$ cat config.mk
export PLATFORM = sky130hd
export DESIGN_NAME = reorderBuffer
export DESIGN_NICKNAME = d
export VERILOG_FILES = /design/src/design/robPkg.sv /design/src/design/robPtrIf.sv /design/src/design/archMapTable.sv /design/src/design/reorderBuffer.sv /design/src/design/robEntryStore.sv /design/src/design/robPointers.sv /design/src/design/robRecoveryFsm.sv
export SDC_FILE = /design/constraint.sdc
export NUM_CORES = 1
export LEC_CHECK = 0
export BUFFER_PORTS_ARGS = -buffer_cell sky130_fd_sc_hd__buf_4
export CORE_MARGIN = 2
export CORE_UTILIZATION = 45
export CTS_CLUSTER_SIZE = 25
export DETAILED_ROUTE_END_ITERATION = 7
export GPL_TIMING_DRIVEN = 0
export PLACE_DENSITY = 0.63
export SETUP_SLACK_MARGIN = 0.05
export SYNTH_ARGS = -nofsm -noshare
export SYNTH_HDL_FRONTEND = slang
export SYNTH_SLANG_ARGS = --single-unit
export TNS_END_PERCENT = 5
$ cat constraint.sdc
create_clock -name clock -period 6.2 [get_ports clock]
set_clock_uncertainty 0.2 [all_clocks]
set_input_delay 1.24 -clock clock [delete_from_list [all_inputs] [get_ports clock]]
set_output_delay 1.24 -clock clock [all_outputs]
set_load 0.01 [all_outputs]
$ cat src/design/robPkg.sv
`default_nettype none

package robPkg;

  // buffer geometry
  localparam int robDepth = 16;
  localparam int superWidth = 2;

  // register file sizes
  localparam int archRegNum = 32;
  localparam int physRegNum = 64;

  // entry index and occupancy
  typedef logic [$clog2(robDepth)-1:0] robIdxT;
  typedef logic [$clog2(robDepth+1)-1:0] robCountT;

  // entries retired in one cycle, 0 to superWidth
  typedef logic [$clog2(superWidth+1)-1:0] retireCountT;

  // register tags
  typedef logic [$clog2(physRegNum)-1:0] physTagT;
  typedef logic [$clog2(archRegNum)-1:0] archRegT;

  // dispatch is blocked in recDrain until the buffer empties
  typedef enum logic {
    recNormal,
    recDrain
  } recoveryStateT;

endpackage

`default_nettype wire

$ cat src/design/robPtrIf.sv
`timescale 1ns/1ps
`default_nettype none

interface robPtrIf import robPkg::*; ();

  // pointer state
  robIdxT      head;
  robIdxT      tail;
  robIdxT      headPlusOne;
  robIdxT      tailPlusOne;

  // events of the current cycle
  logic        dispatchFire;
  retireCountT retireCount;
  logic        rollbackFire;
  robIdxT      rollbackIdx;

  modport ptr (
    output head, tail, headPlusOne, tailPlusOne,
    input  dispatchFire, retireCount, rollbackFire, rollbackIdx
  );

  modport ctl (
    output dispatchFire, rollbackFire, rollbackIdx
  );

  modport store (
    input  head, tail, headPlusOne, tailPlusOne, dispatchFire, rollbackFire,
    output retireCount
  );

endinterface

`default_nettype wire

$ cat src/design/archMapTable.sv
`timescale 1ns/1ps
`default_nettype none

module archMapTable import robPkg::*; (
  input  wire logic                     clock,
  input  wire logic                     reset,
  input  wire logic    [superWidth-1:0] retireValid,
  input  wire archRegT [superWidth-1:0] retireDest,
  input  wire physTagT [superWidth-1:0] retireTag,
  input  wire archRegT                  archReadReg,
  output physTagT                       archReadTag
);

  physTagT mapTag [archRegNum];

  // committed mapping of each architectural register
  always_ff @(posedge clock) begin
    if (reset) begin
      for (int r = 0; r < archRegNum; r++) begin
        mapTag[r] <= physTagT'(r);
      end
    end else begin
      // later slot is younger, so its write lands last
      for (int s = 0; s < superWidth; s++) begin
        if (retireValid[s]) begin
          mapTag[retireDest[s]] <= retireTag[s];
        end
      end
    end
  end

  assign archReadTag = mapTag[archReadReg];

endmodule

`default_nettype wire

$ cat src/design/reorderBuffer.sv
`timescale 1ns/1ps
`default_nettype none

module reorderBuffer import robPkg::*; (
  input  wire logic                     clock,
  input  wire logic                     reset,
  input  wire logic                     dispatchEn,
  input  wire archRegT [superWidth-1:0] dispatchDest,
  input  wire physTagT [superWidth-1:0] dispatchTag,
  input  wire physTagT [superWidth-1:0] dispatchTold,
  input  wire logic    [superWidth-1:0] dispatchHalt,
  input  wire logic    [superWidth-1:0] completeEn,
  input  wire robIdxT  [superWidth-1:0] completeIdx,
  input  wire logic                     rollbackEn,
  input  wire robIdxT                   rollbackIdx,
  input  wire archRegT                  archReadReg,
  output logic                          robReady,
  output robIdxT       [superWidth-1:0] robIdx,
  output logic         [superWidth-1:0] retireValid,
  output physTagT      [superWidth-1:0] retireTold,
  output logic                          haltOut,
  output physTagT                       archReadTag
);

  logic    freeTwo;
  logic    empty;
  logic    rollbackValid;
  archRegT [superWidth-1:0] retireDest;
  physTagT [superWidth-1:0] retireTag;

  robPtrIf ptrIf ();

  // indices the next dispatch pair takes
  assign robIdx[0] = ptrIf.tail;
  assign robIdx[1] = ptrIf.tailPlusOne;

  robPointers i_robPointers (
    .clock   (clock),
    .reset   (reset),
    .ptrs    (ptrIf.ptr),
    .freeTwo (freeTwo),
    .empty   (empty)
  );

  robRecoveryFsm i_robRecoveryFsm (
    .clock         (clock),
    .reset         (reset),
    .dispatchEn    (dispatchEn),
    .rollbackEn    (rollbackEn),
    .rollbackIdx   (rollbackIdx),
    .rollbackValid (rollbackValid),
    .freeTwo       (freeTwo),
    .empty         (empty),
    .ctl           (ptrIf.ctl),
    .robReady      (robReady)
  );

  robEntryStore i_robEntryStore (
    .clock         (clock),
    .reset         (reset),
    .dispatchDest  (dispatchDest),
    .dispatchTag   (dispatchTag),
    .dispatchTold  (dispatchTold),
    .dispatchHalt  (dispatchHalt),
    .completeEn    (completeEn),
    .completeIdx   (completeIdx),
    .rollbackIdx   (rollbackIdx),
    .store         (ptrIf.store),
    .rollbackValid (rollbackValid),
    .retireValid   (retireValid),
    .retireTold    (retireTold),
    .retireDest    (retireDest),
    .retireTag     (retireTag),
    .haltOut       (haltOut)
  );

  archMapTable i_archMapTable (
    .clock       (clock),
    .reset       (reset),
    .retireValid (retireValid),
    .retireDest  (retireDest),
    .retireTag   (retireTag),
    .archReadReg (archReadReg),
    .archReadTag (archReadTag)
  );

endmodule

`default_nettype wire

$ cat src/design/robEntryStore.sv
`timescale 1ns/1ps
`default_nettype none

module robEntryStore import robPkg::*; (
  input  wire logic                     clock,
  input  wire logic                     reset,
  input  wire archRegT [superWidth-1:0] dispatchDest,
  input  wire physTagT [superWidth-1:0] dispatchTag,
  input  wire physTagT [superWidth-1:0] dispatchTold,
  input  wire logic    [superWidth-1:0] dispatchHalt,
  input  wire logic    [superWidth-1:0] completeEn,
  input  wire robIdxT  [superWidth-1:0] completeIdx,
  input  wire robIdxT                   rollbackIdx,
  robPtrIf.store                        store,
  output logic                          rollbackValid,
  output logic         [superWidth-1:0] retireValid,
  output physTagT      [superWidth-1:0] retireTold,
  output archRegT      [superWidth-1:0] retireDest,
  output physTagT      [superWidth-1:0] retireTag,
  output logic                          haltOut
);

  // control bits
  logic [robDepth-1:0] valid;
  logic [robDepth-1:0] complete;

  // payload
  logic    halt [robDepth];
  archRegT dest [robDepth];
  physTagT tag  [robDepth];
  physTagT told [robDepth];

  robIdxT  slotIdx [superWidth];
  robIdxT  squashStart;
  robIdxT  squashSpan;
  logic [robDepth-1:0] setComplete;
  logic [robDepth-1:0] clearValid;
  logic [robDepth-1:0] writeEntry;

  // slot 0 is the head, slot 1 the entry after it
  assign slotIdx[0] = store.head;
  assign slotIdx[1] = store.headPlusOne;

  assign rollbackValid = valid[rollbackIdx];

  // in-order retirement; slot 1 also held back if the head branch rolls back
  assign retireValid[0] = valid[store.head] && complete[store.head];
  assign retireValid[1] = retireValid[0] && valid[store.headPlusOne]
                          && complete[store.headPlusOne]
                          && !(store.rollbackFire && rollbackIdx == store.head);

  assign store.retireCount = retireValid[1] ? retireCountT'(2) :
                             retireValid[0] ? retireCountT'(1) : retireCountT'(0);

  always_comb begin
    haltOut = 1'b0;
    for (int s = 0; s < superWidth; s++) begin
      retireTold[s] = told[slotIdx[s]];
      retireDest[s] = dest[slotIdx[s]];
      retireTag[s]  = tag[slotIdx[s]];
      haltOut       = haltOut | (retireValid[s] && halt[slotIdx[s]]);
    end
  end

  // squash window runs from rollbackIdx+1 up to, not including, the old tail
  assign squashStart = rollbackIdx + robIdxT'(1);
  assign squashSpan  = store.tail - squashStart;

  always_comb begin
    setComplete = '0;
    clearValid  = '0;
    writeEntry  = '0;
    for (int i = 0; i < robDepth; i++) begin
      for (int s = 0; s < superWidth; s++) begin
        if (completeEn[s] && completeIdx[s] == robIdxT'(i) && valid[i]) begin
          setComplete[i] = 1'b1;
        end
        if (retireValid[s] && slotIdx[s] == robIdxT'(i)) begin
          clearValid[i] = 1'b1;
        end
      end
      if (store.rollbackFire && (robIdxT'(i) - squashStart) < squashSpan) begin
        clearValid[i] = 1'b1;
      end
    end
    if (store.dispatchFire) begin
      writeEntry[store.tail]        = 1'b1;
      writeEntry[store.tailPlusOne] = 1'b1;
    end
  end

  always_ff @(posedge clock) begin
    if (reset) begin
      valid    <= '0;
      complete <= '0;
    end else begin
      for (int i = 0; i < robDepth; i++) begin
        if (setComplete[i]) begin
          complete[i] <= 1'b1;
        end
        if (clearValid[i]) begin
          valid[i] <= 1'b0;
        end
        // dispatch targets free entries only
        if (writeEntry[i]) begin
          valid[i]    <= 1'b1;
          complete[i] <= 1'b0;
        end
      end
    end
  end

  always_ff @(posedge clock) begin
    if (store.dispatchFire) begin
      halt[store.tail]        <= dispatchHalt[0];
      dest[store.tail]        <= dispatchDest[0];
      tag[store.tail]         <= dispatchTag[0];
      told[store.tail]        <= dispatchTold[0];
      halt[store.tailPlusOne] <= dispatchHalt[1];
      dest[store.tailPlusOne] <= dispatchDest[1];
      tag[store.tailPlusOne]  <= dispatchTag[1];
      told[store.tailPlusOne] <= dispatchTold[1];
    end
  end

endmodule

`default_nettype wire

$ cat src/design/robPointers.sv
`timescale 1ns/1ps
`default_nettype none

module robPointers import robPkg::*; (
  input  wire logic clock,
  input  wire logic reset,
  robPtrIf.ptr      ptrs,
  output logic      freeTwo,
  output logic      empty
);

  robIdxT   head;
  robIdxT   tail;
  robCountT count;
  robIdxT   rollbackTail;
  robCountT keptCount;
  robCountT retired;

  assign retired = robCountT'(ptrs.retireCount);

  // tail lands just after the mispredicted branch
  assign rollbackTail = ptrs.rollbackIdx + robIdxT'(1);

  // distance head..new tail; zero means every entry is kept
  always_comb begin
    keptCount = {1'b0, rollbackTail - head};
    if (keptCount == '0) begin
      keptCount = robCountT'(robDepth);
    end
  end

  always_ff @(posedge clock) begin
    if (reset) begin
      head  <= '0;
      tail  <= '0;
      count <= '0;
    end else begin
      head <= head + robIdxT'(ptrs.retireCount);
      if (ptrs.rollbackFire) begin
        tail  <= rollbackTail;
        count <= keptCount - retired;
      end else if (ptrs.dispatchFire) begin
        tail  <= tail + robIdxT'(superWidth);
        count <= count + robCountT'(superWidth) - retired;
      end else begin
        count <= count - retired;
      end
    end
  end

  assign ptrs.head        = head;
  assign ptrs.tail        = tail;
  assign ptrs.headPlusOne = head + robIdxT'(1);
  assign ptrs.tailPlusOne = tail + robIdxT'(1);

  assign freeTwo = count <= robCountT'(robDepth - superWidth);
  assign empty   = count == '0;

endmodule

`default_nettype wire

$ cat src/design/robRecoveryFsm.sv
`timescale 1ns/1ps
`default_nettype none

module robRecoveryFsm import robPkg::*; (
  input  wire logic   clock,
  input  wire logic   reset,
  input  wire logic   dispatchEn,
  input  wire logic   rollbackEn,
  input  wire robIdxT rollbackIdx,
  input  wire logic   rollbackValid,
  input  wire logic   freeTwo,
  input  wire logic   empty,
  robPtrIf.ctl        ctl,
  output logic        robReady
);

  recoveryStateT state;

  // a pending rollback request also holds off dispatch
  assign robReady = (state == recNormal) && !rollbackEn && freeTwo;

  assign ctl.dispatchFire = dispatchEn && robReady;
  // requests naming an invalid entry are dropped
  assign ctl.rollbackFire = rollbackEn && rollbackValid;
  assign ctl.rollbackIdx  = rollbackIdx;

  always_ff @(posedge clock) begin
    if (reset) begin
      state <= recNormal;
    end else if (ctl.rollbackFire) begin
      state <= recDrain;
    end else if (state == recDrain && empty) begin
      state <= recNormal;
    end
  end

endmodule

`default_nettype wire

==> reports/qor.yml <==
status: "finished, violations left"
violations: "max-capacitance violations, max-slew violations"
clock-sinks: 526
synthCells: 2388
postSynth.asyncResetShare_pct: 0
routabilityCongestion: 0.988
max-vdd-ir-drop_uv: 203
boundaryPins: 89
crit_buf_inv: 3
grt_pass1_wl_um: 159000
grtUsageMet3_pct: 5.42
relSlewSlack_pct: -1.09
antenna_found_initial: 2
die_area_um2: 72500
synth_top_cell_by_area: "edfxtp_1"
crit_arrival_ps: 4590
rsz0062_at_grt: "false"
p_leak_nw: 11.4
dp_slack_ps: -796
coreArea_um2: 69800
finalCritPeriodShare_pct: 97.2
setup_viol_count_final: 0
drive_above_1_share_pct: 31.9
synth_cell_types: 68
syn_area_um2: 31700
cp-start-kind: "primary input"
tightest_slew_ps: 1510
critical-path-top-delay-family: "buffers and inverters"
top_usage_layer: "met2"
cts_buffers: 58
grt_usage_pct: 29.9
ant_nets: 0
drtIter0Drc: 3586
die_y_um: 269
num-nets-final: 2678
cp.depth: 6
avgSynthCellArea_um2: 13.3
ys_warn_count: 0
drv_cap: 2
via_count: 23500
end_kind: "output port"
gr-usage-met1_pct: 40.1
fmaxAchievable_mhz: 166
syn_to_final_growth_pct: 13.9
synth_nets: 2516
path_cells: "buf_1 -> buf_1 -> mux4_2 -> mux4_2 -> mux2_2 -> buf_4"
cp_slowest_cell: "buf_1"
row_count: 97
yosys-top-cells-area: "edfxtp_1, mux4_2, mux2_2"
gr-usage-met2_pct: 48.3
drt-total-wl_um: 110000
yosysTopAreaCellShare_pct: 45.5
io_buffers: 82
drtPass1Iterations: 6
path_clk_slew_ps: 60
hold_class: "reg -> reg"
ys.flop_type: "edfxtp_1"
drcViolationCount: 0
yosysSeqAreaShare_pct: 48.4
slowest_delay_ps: 880
die-width_um: 269
route.detailed.wl_per_inst_um: 31.2
grt_overflow_total: 0
yosysMostFrequentCell: "edfxtp_1"
finalHoldViolations: 0
final.min_clock_period_ps: 6030
finalWorstSetupSlack_ps: 174
cp.required_ps: 4760
reg2regPathDepth: 14
start_util_pct: 45.4
synth_edf_count: 480
dp_hpwl_um: 78400
drv_slew: 12
path_class: "in -> out"
cp_max_fo: 10
viasPerCell: 6.66
fillers: 5863
h-tree-depth: 2
ctsHoldBuffers: 0
synth.top_cells.by_count: "edfxtp_1, mux2_2, mux4_2, nand2_1, nor2_1"
finalPower_mw: 8.58
cts_tree: "yes"
grt_max_degree: 20
hold-path-cell-count: 2
grt_pass1_vias: 23400
cts-root-buf: "clkbuf_16"
max-clock-path-buffers: 3
power_per_cell_area_nw_per_um2: 238
clock_latency_ps: 630
synth-seq-cells: 526
## flip-flops by register name, indices dropped and copies added, names as in the netlist, 5 cells and up
register / count
i_robEntryStore.valid: 16
i_robEntryStore.tag: 96
i_robEntryStore.halt: 16
i_robEntryStore.told: 96
i_robEntryStore.dest: 80
i_archMapTable.mapTag: 192
i_robEntryStore.complete: 16
i_robPointers.count: 5
## routing by layer
layer / vias to the layer above / routed length (µm)
met3: 286 / 11800
met4: 2 / 4540
li1: 9733 / -
met5: - / 20
met2: 1581 / 52000
met1: 11900 / 42000
## final timing paths
check / end / slack, ps / from
max: archReadTag[0] / 170 / archReadReg[0]
min: i_robEntryStore.complete[9] / 310 / i_robEntryStore.complete[9]
max reg2reg: i_archMapTable.mapTag[17][5] / 560 / i_robPointers.ptrs.head[0]
min reg2reg: i_robEntryStore.complete[9] / 310 / i_robEntryStore.complete[9]
## what timing repair did
action                                  CTS  global route
endpoints found under the setup margin   72            14
pin swaps                                 0             1
resized for setup                        23             5
setup buffers                             2             0
## stage by stage
step                instance area (µm²)  std cells  hold WS (ps)  setup TNS (ps)  utilization, %
floorplan                         31700       2388           264               0               -
global placement                  33400       3410           297           -6870            47.9
detailed placement                34100       3429           298           -8880            48.9
CTS                               36000       3533           311               0            51.6
global route                      36000       3533           333               0            51.6
finish                            36000       3533           313               0            51.6
## worst register-to-register path: stages (launching register included)
cell and delay [ps]:
dfxtp_2 430, buf_6 240, buf_6 220, inv_1 200, ha_4 430, buf_6 230, buf_6 220, buf_6 240
buf_6 240, mux4_2 520, nand2_1 80, nand2_1 90, o21ai_1 990, clkbuf_1 630, o21ai_0 350
## kinds of logic after synthesis
family	share of synthesized area, %
compound gates	7.35
xor+xnor	1.15
fa+ha+maj	2.89
buf+inv	3.52
flops	48.4
mux	27.9
simple gates	8.76
## final cells by class
class,instances,area [µm²],share of cell area [%]
multi-input combinational,1593,15500,42.9
sequential,526,15300,42.6
clock buffer,74,1530,4.25
tap,940,1180,3.26
timing repair buffer,103,1060,2.94
buffer,207,933,2.59
clock inverter,28,304,0.844
inverter,61,231,0.642
antenna,1,2.50,0.00694
## cell usage in the layout, fill, tap and decap left out, types with 14 or more instances in the layout
cell and count:
edfxtp_1 480, buf_4 95, buf_1 18, and3_1 17, clkbuf_16 59, nor3_1 35, mux2_2 295, nand3_1 93
dfxtp_1 45, buf_2 33, o31ai_1 42, nand3b_1 24, a31oi_1 73, a21oi_1 54, o22ai_1 16, o21a_1 16
o211ai_1 16, xor2_1 19, nor2_1 144, or3_1 16, nand2b_1 14, o21ai_0 36, nand2_1 172, xnor2_1 18
clkbuf_1 150, o21ai_1 34, mux4_2 239, inv_1 58, ha_1 61
## power by group
group	internal (mW)	switching [mW]
combinational	0.431	0.690
sequential	3.95	0.0455
clock	1.98	1.48
total	6.37	2.21
Power figures use the tool's default switching activity.
